`src/verilog/sdmac_pkg.sv`:
```
// Register offsets, FSM state types, FIFO and strobe sizing, CONTR and ISTR bit positions
package sdmac_pkg;

    // Word offsets seen on s_adr_i[6:2]
    typedef enum logic [4:0] {
        REG_WTC     = 5'h01,    // 0x04
        REG_CONTR   = 5'h02,    // 0x08
        REG_ACR     = 5'h03,    // 0x0C
        REG_ST_DMA  = 5'h04,    // 0x10
        REG_SP_DMA  = 5'h05,    // 0x14
        REG_CLR_INT = 5'h06,    // 0x18
        REG_ISTR    = 5'h07,    // 0x1C
        REG_SCSI    = 5'h10     // 0x40, WD33C93 register port
    } reg_addr_e;

    // Peripheral port sequencer
    typedef enum logic [2:0] {
        PS_IDLE,
        PS_CPU_STROBE,
        PS_CPU_RECOVER,
        PS_DMA_HI,
        PS_DMA_LO,
        PS_DMA_RECOVER
    } scsi_state_e;

    // Memory side bus master
    typedef enum logic [1:0] {
        MS_IDLE,
        MS_BUS_CYCLE,
        MS_GAP
    } master_state_e;

    localparam int FIFO_DEPTH         = 8;
    localparam int FIFO_AW            = 3;
    localparam int PORT_STROBE_CYCLES = 3;
    localparam int STROBE_CNT_W       = 2;  // Wide enough for PORT_STROBE_CYCLES

    localparam int CONTR_DIR    = 1;    // 1 = memory to SCSI
    localparam int CONTR_INTENA = 2;
    localparam int CONTR_PRESET = 4;

    localparam int ISTR_INT_DONE = 0;
    localparam int ISTR_INT_SCSI = 1;
    localparam int ISTR_FE       = 2;
    localparam int ISTR_FF       = 3;

endpackage

```
`src/verilog/sdmac_fifo.sv`:
```
// Synchronous 32-bit word FIFO with fall-through head, clear, full and empty flags
module sdmac_fifo import sdmac_pkg::*; (
    input  logic        sclk_i,
    input  logic        arst_n_i,
    input  logic        clear_i,
    input  logic        push_i,
    input  logic [31:0] push_data_i,
    input  logic        pop_i,
    output logic [31:0] pop_data_o,
    output logic        full_o,
    output logic        empty_o
);

    logic [31:0]        mem [FIFO_DEPTH];
    logic [FIFO_AW-1:0] wr_ptr;
    logic [FIFO_AW-1:0] rd_ptr;
    logic [FIFO_AW:0]   count;

    assign pop_data_o = mem[rd_ptr];    // Head visible before the pop
    assign full_o     = (count == (FIFO_AW + 1)'(FIFO_DEPTH));
    assign empty_o    = (count == '0);

    always_ff @(posedge sclk_i) begin
        if (push_i)
            mem[wr_ptr] <= push_data_i;
    end

    always_ff @(posedge sclk_i or negedge arst_n_i) begin
        if (!arst_n_i) begin
            wr_ptr <= '0;
            rd_ptr <= '0;
            count  <= '0;
        end else if (clear_i) begin
            wr_ptr <= '0;
            rd_ptr <= '0;
            count  <= '0;
        end else begin
            if (push_i)
                wr_ptr <= wr_ptr + 1'b1;                // Wraps at depth
            if (pop_i)
                rd_ptr <= rd_ptr + 1'b1;
            case ({push_i, pop_i})
                2'b10:   count <= count + 1'b1;
                2'b01:   count <= count - 1'b1;
                default: count <= count;
            endcase
        end
    end

    a_no_overflow: assert property (@(posedge sclk_i) disable iff (!arst_n_i)
        full_o |-> !push_i);
    a_no_underflow: assert property (@(posedge sclk_i) disable iff (!arst_n_i)
        empty_o |-> !pop_i);

endmodule

```
`src/verilog/sdmac_regs.sv`:
```
// Wishbone slave register block with WTC, CONTR and ACR, DMA strobes, ISTR and interrupt
module sdmac_regs import sdmac_pkg::*; (
    input  logic        sclk_i,
    input  logic        arst_n_i,
    input  logic        s_cyc_i,
    input  logic        s_stb_i,
    input  logic        s_we_i,
    input  logic [6:2]  s_adr_i,
    input  logic [31:0] s_dat_i,
    input  logic        scsi_done_i,
    input  logic [15:0] scsi_rdata_i,
    input  logic        word_done_i,
    input  logic        port_idle_i,
    input  logic        fifo_empty_i,
    input  logic        fifo_full_i,
    input  logic        intr_i,
    output logic [31:0] s_dat_o,
    output logic        s_ack_o,
    output logic        scsi_req_o,
    output logic        scsi_we_o,
    output logic [15:0] scsi_wdata_o,
    output logic        dma_run_o,
    output logic        dma_dir_o,
    output logic        dma_start_o,
    output logic        preset_o,
    output logic [31:0] acr_o,
    output logic        int_o
);

    reg_addr_e   addr;
    logic        access;
    logic        is_scsi;
    logic        wr;
    logic [31:0] wtc;
    logic [7:0]  contr;
    logic        dma_en;
    logic        int_done;
    logic        done_cond;
    logic [3:0]  istr;

    assign addr    = reg_addr_e'(s_adr_i);
    assign access  = s_cyc_i & s_stb_i & ~s_ack_o;     // New cycle, not yet acked
    assign is_scsi = (addr == REG_SCSI);
    assign wr      = access & s_we_i & ~is_scsi;

    assign dma_start_o = wr & (addr == REG_ST_DMA);
    assign dma_run_o   = dma_en & (wtc != '0);
    assign dma_dir_o   = contr[CONTR_DIR];
    assign preset_o    = contr[CONTR_PRESET];

    // Count spent, FIFO drained, and for memory to SCSI the last half on the chip
    assign done_cond = dma_en & (wtc == '0) & fifo_empty_i & (port_idle_i | ~dma_dir_o);

    always_comb begin
        istr                = '0;
        istr[ISTR_INT_DONE] = int_done;
        istr[ISTR_INT_SCSI] = intr_i;
        istr[ISTR_FE]       = fifo_empty_i;
        istr[ISTR_FF]       = fifo_full_i;
    end

    // Slave handshake and window request
    always_ff @(posedge sclk_i or negedge arst_n_i) begin
        if (!arst_n_i) begin
            s_ack_o    <= 1'b0;
            scsi_req_o <= 1'b0;
        end else begin
            s_ack_o <= (access & ~is_scsi) | scsi_done_i;  // Window ack waits for the port
            if (scsi_done_i)
                scsi_req_o <= 1'b0;
            else if (access && is_scsi)
                scsi_req_o <= 1'b1;
        end
    end

    always_ff @(posedge sclk_i) begin
        if (access && is_scsi && !scsi_req_o) begin
            scsi_we_o    <= s_we_i;
            scsi_wdata_o <= s_dat_i[15:0];
        end
        if (scsi_done_i) begin
            s_dat_o <= {16'h0000, scsi_rdata_i};
        end else if (access) begin
            case (addr)
                REG_WTC:   s_dat_o <= wtc;
                REG_CONTR: s_dat_o <= {24'h000000, contr};
                REG_ACR:   s_dat_o <= acr_o;
                REG_ISTR:  s_dat_o <= {28'h0000000, istr};
                default:   s_dat_o <= '0;                  // Strobes read as zero
            endcase
        end
    end

    always_ff @(posedge sclk_i or negedge arst_n_i) begin
        if (!arst_n_i) begin
            wtc      <= '0;
            contr    <= '0;
            acr_o    <= '0;
            dma_en   <= 1'b0;
            int_done <= 1'b0;
            int_o    <= 1'b0;
        end else begin
            if (wr && addr == REG_WTC)
                wtc <= s_dat_i;
            else if (word_done_i)
                wtc <= wtc - 32'd1;

            if (wr && addr == REG_ACR)
                acr_o <= s_dat_i;
            else if (word_done_i)
                acr_o <= acr_o + 32'd4;                 // Next longword

            if (wr && addr == REG_CONTR)
                contr <= s_dat_i[7:0];

            if (dma_start_o)
                dma_en <= 1'b1;
            else if ((wr && addr == REG_SP_DMA) || done_cond)
                dma_en <= 1'b0;

            if (done_cond)
                int_done <= 1'b1;
            else if (wr && addr == REG_CLR_INT)
                int_done <= 1'b0;

            int_o <= contr[CONTR_INTENA] & (int_done | intr_i);
        end
    end

    a_ack_single: assert property (@(posedge sclk_i) disable iff (!arst_n_i)
        s_ack_o |=> !s_ack_o);

endmodule

```
`src/verilog/scsi_port_sm.sv`:
```
// Peripheral port sequencer for CPU window accesses and DMA half-word pairs
module scsi_port_sm import sdmac_pkg::*; (
    input  logic        sclk_i,
    input  logic        arst_n_i,
    input  logic        cpu_req_i,
    input  logic        cpu_we_i,
    input  logic [15:0] cpu_wdata_i,
    input  logic        dma_run_i,
    input  logic        dma_dir_i,
    input  logic        preset_i,
    input  logic        dreq_n_i,
    input  logic [15:0] pd_i,
    input  logic [31:0] fifo_data_i,
    input  logic        fifo_full_i,
    input  logic        fifo_empty_i,
    output logic        cpu_done_o,
    output logic [15:0] cpu_rdata_o,
    output logic        fifo_push_o,
    output logic [31:0] fifo_push_data_o,
    output logic        fifo_pop_o,
    output logic        port_idle_o,
    output logic [15:0] pd_o,
    output logic        pd_oe_o,
    output logic        dack_n_o,
    output logic        css_n_o,
    output logic        ior_n_o,
    output logic        iow_n_o
);

    scsi_state_e             state;
    logic [STROBE_CNT_W-1:0] cnt;
    logic                    last;
    logic                    lo_half;   // Recovery follows the low half
    logic                    strobe;
    logic                    rd_dir;    // Strobe reads from the chip
    logic                    cpu_phase;
    logic                    dma_phase;
    logic                    hi_phase;
    logic                    dma_ok;
    logic [15:0]             hi_q;

    assign last   = (cnt == STROBE_CNT_W'(PORT_STROBE_CYCLES - 1));
    assign strobe = state inside {PS_CPU_STROBE, PS_DMA_HI, PS_DMA_LO};

    // Memory to SCSI keeps draining fetched words after the count has run out
    assign dma_ok = ~dreq_n_i & (dma_dir_i ? ~fifo_empty_i : dma_run_i & ~fifo_full_i);

    always_ff @(posedge sclk_i or negedge arst_n_i) begin
        if (!arst_n_i) begin
            state   <= PS_IDLE;
            cnt     <= '0;
            lo_half <= 1'b0;
        end else begin
            cnt <= (strobe && !last) ? cnt + 1'b1 : '0;
            case (state)
                PS_IDLE: begin
                    if (cpu_req_i)
                        state <= PS_CPU_STROBE;         // CPU goes ahead of DMA
                    else if (dma_ok)
                        state <= PS_DMA_HI;
                end
                PS_CPU_STROBE: begin
                    if (last)
                        state <= PS_CPU_RECOVER;
                end
                PS_CPU_RECOVER: state <= PS_IDLE;
                PS_DMA_HI: begin
                    if (last) begin
                        state   <= PS_DMA_RECOVER;
                        lo_half <= 1'b0;
                    end
                end
                PS_DMA_LO: begin
                    if (last) begin
                        state   <= PS_DMA_RECOVER;
                        lo_half <= 1'b1;
                    end
                end
                PS_DMA_RECOVER: begin
                    if (lo_half)
                        state <= PS_IDLE;
                    else if (!dreq_n_i)
                        state <= PS_DMA_LO;             // Low half needs its own DREQ
                end
                default: state <= PS_IDLE;
            endcase
        end
    end

    // Sample read data in the last strobe cycle
    always_ff @(posedge sclk_i) begin
        if (state == PS_CPU_STROBE && last && !cpu_we_i)
            cpu_rdata_o <= pd_i;
        if (state == PS_DMA_HI && last && !dma_dir_i)
            hi_q <= pd_i;
    end

    assign cpu_phase = state inside {PS_CPU_STROBE, PS_CPU_RECOVER};
    assign dma_phase = state inside {PS_DMA_HI, PS_DMA_LO, PS_DMA_RECOVER};
    assign hi_phase  = (state == PS_DMA_HI) || (state == PS_DMA_RECOVER && !lo_half);
    assign rd_dir    = (state == PS_CPU_STROBE) ? ~cpu_we_i : ~dma_dir_i;

    assign css_n_o  = ~(state == PS_CPU_STROBE);
    assign dack_n_o = ~(state inside {PS_DMA_HI, PS_DMA_LO});
    assign ior_n_o  = ~(preset_i | (strobe & rd_dir));  // Preset pulls both strobes
    assign iow_n_o  = ~(preset_i | (strobe & ~rd_dir));

    // Write data held through recovery
    assign pd_oe_o = (cpu_phase & cpu_we_i) | (dma_phase & dma_dir_i);
    assign pd_o    = cpu_phase ? cpu_wdata_i :
                     hi_phase  ? fifo_data_i[31:16] : fifo_data_i[15:0];

    assign cpu_done_o       = (state == PS_CPU_RECOVER);
    assign port_idle_o      = (state == PS_IDLE);
    assign fifo_push_o      = (state == PS_DMA_LO) & last & ~dma_dir_i;
    assign fifo_push_data_o = {hi_q, pd_i};
    assign fifo_pop_o       = (state == PS_DMA_RECOVER) & lo_half & dma_dir_i;

    // Each half holds DACK with exactly one strobe for the whole strobe time
    a_dma_strobe_len: assert property (@(posedge sclk_i) disable iff (!arst_n_i || preset_i)
        $fell(dack_n_o) |-> (!dack_n_o && (ior_n_o != iow_n_o))[*PORT_STROBE_CYCLES]
                            ##1 dack_n_o);

endmodule

```
`src/verilog/dma_master_sm.sv`:
```
// Wishbone classic bus master moving one FIFO word per cycle to or from memory
module dma_master_sm import sdmac_pkg::*; (
    input  logic        sclk_i,
    input  logic        arst_n_i,
    input  logic        dma_run_i,
    input  logic        dma_dir_i,
    input  logic [31:0] acr_i,
    input  logic [31:0] fifo_data_i,
    input  logic        fifo_empty_i,
    input  logic        fifo_full_i,
    input  logic [31:0] m_dat_i,
    input  logic        m_ack_i,
    output logic        m_cyc_o,
    output logic        m_stb_o,
    output logic        m_we_o,
    output logic [31:0] m_adr_o,
    output logic [31:0] m_dat_o,
    output logic        fifo_push_o,
    output logic [31:0] fifo_push_data_o,
    output logic        fifo_pop_o,
    output logic        word_done_o
);

    master_state_e state;
    logic          start;

    // Room or data for one whole word
    assign start = dma_run_i & (dma_dir_i ? ~fifo_full_i : ~fifo_empty_i);

    always_ff @(posedge sclk_i or negedge arst_n_i) begin
        if (!arst_n_i) begin
            state  <= MS_IDLE;
            m_we_o <= 1'b0;
        end else begin
            case (state)
                MS_IDLE, MS_GAP: begin
                    if (start) begin
                        state  <= MS_BUS_CYCLE;
                        m_we_o <= ~dma_dir_i;           // SCSI to memory writes
                    end else begin
                        state <= MS_IDLE;
                    end
                end
                MS_BUS_CYCLE: begin
                    if (m_ack_i)
                        state <= MS_GAP;                // Lets count and ACR settle
                end
                default: state <= MS_IDLE;
            endcase
        end
    end

    // Address and write data frozen for the whole cycle
    always_ff @(posedge sclk_i) begin
        if (state != MS_BUS_CYCLE && start) begin
            m_adr_o <= acr_i;
            m_dat_o <= fifo_data_i;
        end
    end

    assign m_cyc_o = (state == MS_BUS_CYCLE);
    assign m_stb_o = m_cyc_o;

    assign word_done_o      = m_cyc_o & m_ack_i;
    assign fifo_pop_o       = word_done_o & m_we_o;
    assign fifo_push_o      = word_done_o & ~m_we_o;
    assign fifo_push_data_o = m_dat_i;

    a_stb_held: assert property (@(posedge sclk_i) disable iff (!arst_n_i)
        (m_stb_o && !m_ack_i) |=> (m_stb_o && $stable(m_adr_o) && $stable(m_we_o)));

endmodule

```
`src/verilog/sdmac_top.sv`:
```
// SCSI DMA controller top with register block, word FIFO, port sequencer and bus master
module sdmac_top (
    input  logic        sclk_i,
    input  logic        arst_n_i,
    // CPU slave port
    input  logic        s_cyc_i,
    input  logic        s_stb_i,
    input  logic        s_we_i,
    input  logic [6:2]  s_adr_i,
    input  logic [31:0] s_dat_i,
    output logic [31:0] s_dat_o,
    output logic        s_ack_o,
    // Memory master port
    output logic        m_cyc_o,
    output logic        m_stb_o,
    output logic        m_we_o,
    output logic [31:0] m_adr_o,
    output logic [31:0] m_dat_o,
    input  logic [31:0] m_dat_i,
    input  logic        m_ack_i,
    // WD33C93 port
    input  logic        dreq_n_i,
    input  logic        intr_i,
    input  logic [15:0] pd_i,
    output logic [15:0] pd_o,
    output logic        pd_oe_o,
    output logic        dack_n_o,
    output logic        css_n_o,
    output logic        ior_n_o,
    output logic        iow_n_o,
    output logic        int_o
);

    logic        scsi_req;
    logic        scsi_we;
    logic [15:0] scsi_wdata;
    logic        scsi_done;
    logic [15:0] scsi_rdata;
    logic        word_done;
    logic        port_idle;
    logic        dma_run;
    logic        dma_dir;
    logic        dma_start;
    logic        preset;
    logic [31:0] acr;
    logic        fifo_empty;
    logic        fifo_full;
    logic [31:0] fifo_data;
    logic        fifo_push;
    logic [31:0] fifo_push_data;
    logic        fifo_pop;
    logic        port_push;
    logic [31:0] port_push_data;
    logic        port_pop;
    logic        mst_push;
    logic [31:0] mst_push_data;
    logic        mst_pop;

    // Port fills the FIFO for SCSI to memory, the master fills it otherwise
    assign fifo_push      = dma_dir ? mst_push : port_push;
    assign fifo_push_data = dma_dir ? mst_push_data : port_push_data;
    assign fifo_pop       = dma_dir ? port_pop : mst_pop;

    sdmac_regs u_regs (
        .sclk_i       (sclk_i),
        .arst_n_i     (arst_n_i),
        .s_cyc_i      (s_cyc_i),
        .s_stb_i      (s_stb_i),
        .s_we_i       (s_we_i),
        .s_adr_i      (s_adr_i),
        .s_dat_i      (s_dat_i),
        .scsi_done_i  (scsi_done),
        .scsi_rdata_i (scsi_rdata),
        .word_done_i  (word_done),
        .port_idle_i  (port_idle),
        .fifo_empty_i (fifo_empty),
        .fifo_full_i  (fifo_full),
        .intr_i       (intr_i),
        .s_dat_o      (s_dat_o),
        .s_ack_o      (s_ack_o),
        .scsi_req_o   (scsi_req),
        .scsi_we_o    (scsi_we),
        .scsi_wdata_o (scsi_wdata),
        .dma_run_o    (dma_run),
        .dma_dir_o    (dma_dir),
        .dma_start_o  (dma_start),
        .preset_o     (preset),
        .acr_o        (acr),
        .int_o        (int_o)
    );

    sdmac_fifo u_fifo (
        .sclk_i      (sclk_i),
        .arst_n_i    (arst_n_i),
        .clear_i     (dma_start),
        .push_i      (fifo_push),
        .push_data_i (fifo_push_data),
        .pop_i       (fifo_pop),
        .pop_data_o  (fifo_data),
        .full_o      (fifo_full),
        .empty_o     (fifo_empty)
    );

    scsi_port_sm u_port (
        .sclk_i           (sclk_i),
        .arst_n_i         (arst_n_i),
        .cpu_req_i        (scsi_req),
        .cpu_we_i         (scsi_we),
        .cpu_wdata_i      (scsi_wdata),
        .dma_run_i        (dma_run),
        .dma_dir_i        (dma_dir),
        .preset_i         (preset),
        .dreq_n_i         (dreq_n_i),
        .pd_i             (pd_i),
        .fifo_data_i      (fifo_data),
        .fifo_full_i      (fifo_full),
        .fifo_empty_i     (fifo_empty),
        .cpu_done_o       (scsi_done),
        .cpu_rdata_o      (scsi_rdata),
        .fifo_push_o      (port_push),
        .fifo_push_data_o (port_push_data),
        .fifo_pop_o       (port_pop),
        .port_idle_o      (port_idle),
        .pd_o             (pd_o),
        .pd_oe_o          (pd_oe_o),
        .dack_n_o         (dack_n_o),
        .css_n_o          (css_n_o),
        .ior_n_o          (ior_n_o),
        .iow_n_o          (iow_n_o)
    );

    dma_master_sm u_master (
        .sclk_i           (sclk_i),
        .arst_n_i         (arst_n_i),
        .dma_run_i        (dma_run),
        .dma_dir_i        (dma_dir),
        .acr_i            (acr),
        .fifo_data_i      (fifo_data),
        .fifo_empty_i     (fifo_empty),
        .fifo_full_i      (fifo_full),
        .m_dat_i          (m_dat_i),
        .m_ack_i          (m_ack_i),
        .m_cyc_o          (m_cyc_o),
        .m_stb_o          (m_stb_o),
        .m_we_o           (m_we_o),
        .m_adr_o          (m_adr_o),
        .m_dat_o          (m_dat_o),
        .fifo_push_o      (mst_push),
        .fifo_push_data_o (mst_push_data),
        .fifo_pop_o       (mst_pop),
        .word_done_o      (word_done)
    );

endmodule

```
`config.mk`:
```
export PLATFORM = sky130hd
export DESIGN_NAME = sdmac_top
export DESIGN_NICKNAME = d
export VERILOG_FILES = /design/src/verilog/sdmac_pkg.sv /design/src/verilog/sdmac_fifo.sv /design/src/verilog/sdmac_regs.sv /design/src/verilog/scsi_port_sm.sv /design/src/verilog/dma_master_sm.sv /design/src/verilog/sdmac_top.sv
export SDC_FILE = /design/constraint.sdc
export NUM_CORES = 1
export LEC_CHECK = 0
export BUFFER_PORTS_ARGS = -buffer_cell sky130_fd_sc_hd__clkbuf_2
export CAP_MARGIN = 5
export CORE_MARGIN = 2
export CORE_UTILIZATION = 35
export CTS_CLUSTER_SIZE = 24
export DETAILED_ROUTE_END_ITERATION = 8
export PLACE_DENSITY_LB_ADDON = 0.08
export SETUP_SLACK_MARGIN = 0.3
export SYNTH_ARGS = -nofsm -noshare
export SYNTH_HDL_FRONTEND = slang
export SYNTH_HIERARCHICAL = 1
export SYNTH_SLANG_ARGS = --single-unit
```
`constraint.sdc`:
```
create_clock -name sclk_i -period 9.24 [get_ports sclk_i]
set_clock_uncertainty 0.15 [all_clocks]
set_input_delay 1.848 -clock sclk_i [delete_from_list [all_inputs] [get_ports sclk_i]]
set_output_delay 1.848 -clock sclk_i [all_outputs]
set_load 0.03 [all_outputs]
```
**Yosys cells after proc, flatten, opt, wreduce, memory -nomap -nowiden**

Memory sizes are Yosys's and may differ from the RTL's.
Index checks and enable logic that the tools add are counted.
W data, S select, Z words.

- Add/sub/neg operators: 7
- Equality and inequality tests: 27
- Multiplexer cells: 43
- Bitwise operators: 44
- Reduce and logical (&&, ||, !) cells: 44

Operators by type and width:

| cell | number |
|---|---|
| $mux W32 | 5 |
| $pmux W32 S4 | 1 |
| $mux W16 | 4 |
| $add A32 B3 Y32 const B | 1 |
| $logic_not A32 Y1 | 1 |
| $reduce_bool A32 Y1 | 1 |
| $sub A32 B1 Y32 const B | 1 |
| $mux W3 | 10 |
| $and A1 B1 Y1 | 25 |
| $eq A5 B3 Y1 const B | 4 |
| $reduce_bool A2 Y1 | 10 |
| $mux W1 | 16 |
| $logic_and A1 B1 Y1 | 14 |
| $not A1 Y1 | 13 |
| $pmux W3 S4 | 1 |
| $eq A5 B2 Y1 const B | 2 |
| $ne A2 B1 Y1 const B | 5 |
| $reduce_bool A3 Y1 | 3 |
| $pmux W4 S2 | 1 |
| $add A3 B1 Y3 const B | 2 |
| $eq A2 B2 Y1 const B | 3 |
| $eq A3 B2 Y1 const B | 2 |
| $eq A3 B3 Y1 const B | 2 |
| $ne A3 B2 Y1 const B | 2 |
| other kinds (23) | 36 |

- Register bits: 241
- Memory bits (writable): 256
- Input bits: 93
- Output and inout port bits: 122
- Word-level logic and storage cells: 190
- Memories kept: 1

Memory list:

| memory | depth | bits a word | read ports | clocked after Yosys merged registers in | wr ports | RTL line | text |
|---|---|---|---|---|---|---|---|
| u_fifo.mem | 8 | 32 | 1 | 0 | 1 | sdmac_fifo.sv:14 | `logic [31:0] mem [FIFO_DEPTH];` |

**Depth between registers and ports, before layout**

- Depth after elaboration: 8
- Mapped depth: 12
- Gate-level depth less buffers: 11

**Hierarchy**

Netlist, hierarchy kept.

By module, submodules not included:

| module | times used | cells each | area an instance (sq um) | sequential area each (sq um) |
|---|---|---|---|---|
| sdmac_fifo | 1 | 445 | 10,357.4 | 7,937.6 |
| sdmac_regs | 1 | 621 | 6,103.4 | 3,238.1 |
| dma_master_sm | 1 | 114 | 2,349.8 | 1,996.9 |
| scsi_port_sm | 1 | 166 | 1,949.4 | 1,111.1 |
| sdmac_top | 1 | 38 | 566.8 | 0.0 |

**Least setup slack after synthesis**

No wires, ideal clock.

- Path type: register to register
- From: register u_regs.wtc[0]
- To: register u_master.m_adr_o[0] (enable)
- Setup time: 0.578 ns
- Arrival: 5.742 ns
- Data required time: 8.512 ns
- Setup slack: 2.770 ns
- Stages on the path, launching flop included: 7
- Path buffers: 0
- Period minus slack after synthesis: 6.470 ns
- Path through: dfrtp_1 -> inv_1 -> ha_1 -> nor4b_1 -> nand2b_1 -> o31a_1 -> nor3b_1

- Cells in the longest elaborated chain, start to end: 4

Ends and longest elaborated chain:

| what | RTL line | text |
|---|---|---|
| from (decl) | sdmac_regs.sv:34 | `logic [31:0] wtc;` |
| from (signal assigned) | sdmac_regs.sv:104 | `wtc <= s_dat_i;` |
| from (signal assigned) | sdmac_regs.sv:106 | `wtc <= wtc - 32'd1;` |
| $reduce_bool A32 Y1 | sdmac_regs.sv:47 | `assign dma_run_o = dma_en & (wtc != '0);` |
| $and A1 B1 Y1 | sdmac_regs.sv:47 |  |
| net dma_run | sdmac_top.sv:41 | `logic dma_run;` |
| $and A1 B1 Y1 | dma_master_sm.sv:28 | `assign start = dma_run_i & (dma_dir_i ? ~fifo_full_i : ~fifo_empty_i);` |
| $logic_and A1 B1 Y1 | dma_master_sm.sv:55 | `if (state != MS_BUS_CYCLE && start) begin` |
| to (signal assigned) | dma_master_sm.sv:56 | `m_adr_o <= acr_i;` |
| to (decl) | dma_master_sm.sv:16 | `output logic [31:0] m_adr_o,` |

The timed path passes the listed nets, and every way through them passes these cells.
A chain may end at the register's enable or synchronous reset.

**Final worst setup path**

- From: register u_fifo.rd_ptr[0]
- To: output pd_o[12]

- Cells in the longest elaborated chain, start to end: 3

Ends and longest elaborated chain:

| what | RTL line | text |
|---|---|---|
| from (decl) | sdmac_fifo.sv:16 | `logic [FIFO_AW-1:0] rd_ptr;` |
| from (signal assigned) | sdmac_fifo.sv:41 | `rd_ptr <= rd_ptr + 1'b1;` |
| $mem_v2 Z8 W32 | -- |  |
| net fifo_data[12] | sdmac_top.sv:48 | `logic [31:0] fifo_data;` |
| $mux W16 | scsi_port_sm.sv:111 | `hi_phase ? fifo_data_i[31:16] : fifo_data_i[15:0];` |
| $mux W16 | scsi_port_sm.sv:110 | `assign pd_o = cpu_phase ? cpu_wdata_i :` |
| to (decl) | sdmac_top.sv:25 | `output logic [15:0] pd_o,` |

The timed path passes the listed nets, and every way through them passes these cells.

==> impl_metrics.py <==
metrics = {
    "critical_path": {
        "r2r-end": "u_regs/wtc[28]$_DFFE_PN0P_",
        "worstPathArrival_ns": 3.84,
        "end_kind": "output pin",
        "ff2ff_path_depth": 7,
        "rr_startpoint": "u_master/state[0]$_DFFE_PN0P_",
        "required_ns": 7.24,
        "rrSetupSlack_ns": 5.75,
        "cp-start-kind": "flop",
        "crit_type": "flop to output pin",
        "critPathMaxFanout": 39,
    },
    "power_and_ir_drop": {
        "leakagePower_nw": 8.88,
        "power_density_nw_per_um2": 285,
        "peakVddDrop_mv": 0.143,
    },
    "grt": {
        "antenna_found_initial": 2,
        "grt-ovfl-total": 0,
        "grt_pass1_vias": 12800,
        "grt_max_degree": 67,
        "grt_pass1_wl_mm": 89.0,
        "track_usage_pct": 19.6,
    },
    "place": {
        "hpwl_mm": 40.6,
        "placed_area_um2": 22900,
        "port-buffer-count": 214,
        "dp_cells": 2292,
        "globalplace.congestion": 0.810,
    },
    "route": {
        "vias_per_cell": 5.22,
        "postRouteAntennaNets": 0,
        "first_pass_iters": 7,
        "routed_wl_mm": 61.8,
        "drc": 0,
        "via_count": 12500,
        "drt_iter0_drc": 867,
        "wl_per_cell_um": 25.8,
    },
    "cells_and_area": {
        "final.fill_count": 5538,
        "final_nets": 1666,
        "design_area_um2": 24800,
        "layout_commonest_cell": "edfxtp_1",
        "mostFrequentLayoutCells": "385 x edfxtp_1, 213 x clkbuf_2, 133 x nand2_1",
        "diodes": 0,
        "final_layout_size_suffix_gt1_share_pct": 30.2,
        "final_util_pct": 41.2,
        "stdcell_count": 2393,
        "syn2layout_area_growth_pct": 16.3,
    },
    "yosys": {
        "ys_ff_latch": 497,
        "syn_inst": 1384,
        "synth-edff-count": 385,
        "synth_nets": 1484,
        "synth_area_um2": 21300,
        "synthDistinctLibCells": 74,
        "synth_seq_area_share_pct": 67.0,
        "ys_async_sr_fraction_pct": 19.3,
        "avgSynthCellArea_um2": 15.4,
        "ys_dominant_reg_cell": "edfxtp_1",
        "yosys_warnings": 6,
    },
    "clock_tree": {
        "clock_tree.root_cell": "clkbuf_16",
        "cts_buffer_depth": 3,
        "cts-hold-fix-buffers": 0,
        "cts_resized": 0,
        "cts_buffers": 54,
        "clkLatencyLatePin_ns": 0.60,
        "clkTransAtPathRegs_ns": 0.06,
        "post_cts_buffers": 0,
        "htree_levels": 2,
        "cts_tree": "yes",
        "cts.sinks": 497,
    },
    "run": {
        "cap_violations": 0,
    },
    "sta": {
        "setup_violations": 0,
        "rsz0062_at_grt": "no",
        "tightest_slew_ns": 1.02,
        "hold_viol_final": 0,
        "period_share_pct": 63.2,
        "slew_headroom_pct": 32.1,
        "clock.fmax_mhz": 171,
        "setup_tns_ns": 0,
        "slew_viol_final": 0,
        "period_minus_slack_ns": 5.84,
    },
    "die": {
        "coreArea_um2": 60200,
        "fp.dieW_um": 251,
        "start_util_pct": 35.4,
        "die_y_um": 251,
        "io_pins": 215,
        "num_rows": 90,
        "dieArea_um2": 62900,
    },
    "hold_path": {
        "hp-start": "u_port/cnt[0]$_DFF_PN0_",
        "whs_path_depth": 1,
        "min_to": "u_port/cnt[0]$_DFF_PN0_",
        "min_path_type": "flop to flop",
    },
    "run_status": {
        "status": "complete, no violations",
    },
}
==> critical path, stage by stage (launching register included) <==
cell	delay, ns
dfrtp_4	0.95
buf_4	0.61
mux4_2	0.56
mux2_2	0.30
mux2i_1	0.28
o21ai_0	0.22
clkbuf_2	0.25
==> layout make-up <==
cell class	instances	area [um2]	share of cell area [%]
clock buffers	72	1550	6.27
clock inverters	29	353	1.42
inverters	14	52.6	0.212
multi-input cells	756	6280	25.3
flip-flops and latches	497	14300	57.6
well taps	782	978	3.95
repair buffers	243	1290	5.21
==> logic make-up after synthesis <==
family | count (synthesis) | share of synthesized area (%)
adder cells (fa/ha/maj) | 7 | 0.411
XOR/XNOR | 63 | 2.59
multiplexers | 174 | 13.3
AO/OA/AOI/OAI | 176 | 4.91
flip-flops | 497 | 67.0
buffers and inverters | 131 | 3.92
AND/OR/NAND/NOR | 336 | 7.92
==> report_power, final <==
group          internal (mW)  total (mW)  switching, mW
registers               2.66        2.99          0.323
logic                  0.699        1.78           1.08
clock network           1.40        2.30          0.896
total                   4.77        7.06           2.30
==> metrics by stage <==
stage               hold WS, ns  total power [mW]  setup slack [ns]
floorplan                 0.253              4.23              2.77
global placement          0.263              4.84              3.96
detailed placement        0.268              4.85              3.95
CTS                       0.276              7.17              3.29
global route              0.315              7.38              3.16
finish                    0.272              7.06              3.40
==> sequential cells by signal, summed over array words and instances, names as in the netlist, 2 cells and up <==
| signal | flops |
|---|---|
| u_fifo/count | 4 |
| u_fifo/mem | 256 |
| u_fifo/rd_ptr | 3 |
| u_fifo/wr_ptr | 3 |
| u_master/m_adr_o | 32 |
| u_master/m_dat_o | 32 |
| u_master/state | 2 |
| u_port/cnt | 2 |
| u_port/cpu_rdata_o | 16 |
| u_port/hi_q | 16 |
| u_port/state | 3 |
| u_regs/acr_o | 32 |
| u_regs/contr | 8 |
| u_regs/s_dat_o | 32 |
| u_regs/scsi_wdata_o | 16 |
| u_regs/wtc | 32 |
==> worst max-delay path by stage <==
stage                                       startpoint                            end  slack (ns)  depth (start not counted)
after global routing      u_fifo/rd_ptr[0]$_DFFE_PN0P_                        pd_o[4]        3.16                          6
final                     u_fifo/rd_ptr[0]$_DFFE_PN0P_                       pd_o[12]        3.40                          6
after CTS                 u_fifo/rd_ptr[0]$_DFFE_PN0P_                        pd_o[4]        3.29                          6
after detailed placement  u_fifo/rd_ptr[0]$_DFFE_PN0P_                        pd_o[4]        3.95                          6
after global placement    u_fifo/rd_ptr[0]$_DFFE_PN0P_                        pd_o[4]        3.96                          6
after floorplan              u_regs/wtc[0]$_DFFE_PN0P_  u_master/m_adr_o[0]$_DFFE_PP_        2.77                          6
==> synth_stat cells (all sizes together) (3+ instances only) <==
| cell type | count | area share, % |
|---|---|---|
| a31oi | 3 | 0.088 |
| dfrtp | 96 | 11 |
| nor3 | 17 | 0.40 |
| nor4bb | 3 | 0.17 |
| mux2 | 81 | 4.8 |
| nor3b | 6 | 0.23 |
| ha | 7 | 0.41 |
| inv | 14 | 0.25 |
| nor2b | 14 | 0.45 |
| or3 | 5 | 0.17 |
| or4 | 6 | 0.23 |
| edfxtp | 385 | 54 |
| xor2 | 28 | 1.1 |
| nand3 | 14 | 0.33 |
| nand2b | 9 | 0.26 |
| a21oi | 21 | 0.55 |
| nand4 | 17 | 0.50 |
| and3 | 7 | 0.21 |
| dfxtp | 16 | 1.5 |
| a222oi | 4 | 0.19 |
| or2 | 3 | 0.088 |
| nor4b | 4 | 0.19 |
| nand2 | 133 | 2.3 |
| buf | 73 | 2.9 |
| a211oi | 3 | 0.11 |
| mux2i | 29 | 1.4 |
| clkbuf | 44 | 0.77 |
| and2 | 6 | 0.18 |
| nand4b | 3 | 0.12 |
| nor4 | 23 | 0.67 |
| xnor2 | 35 | 1.4 |
| a22oi | 20 | 0.70 |
| nor2 | 57 | 1.0 |
| o21ai | 104 | 2.5 |
| mux4 | 64 | 7.1 |
==> routing by layer <==
layer	up-vias	global-route usage, %	part of all wire [%]
li1	5603	-	-
met1	6432	26.0	43
met2	363	33.1	49
met3	88	3.18	4.8
met4	2	5.87	2.6
met5	-	0	0.016
Power figures use the tool's default switching activity.
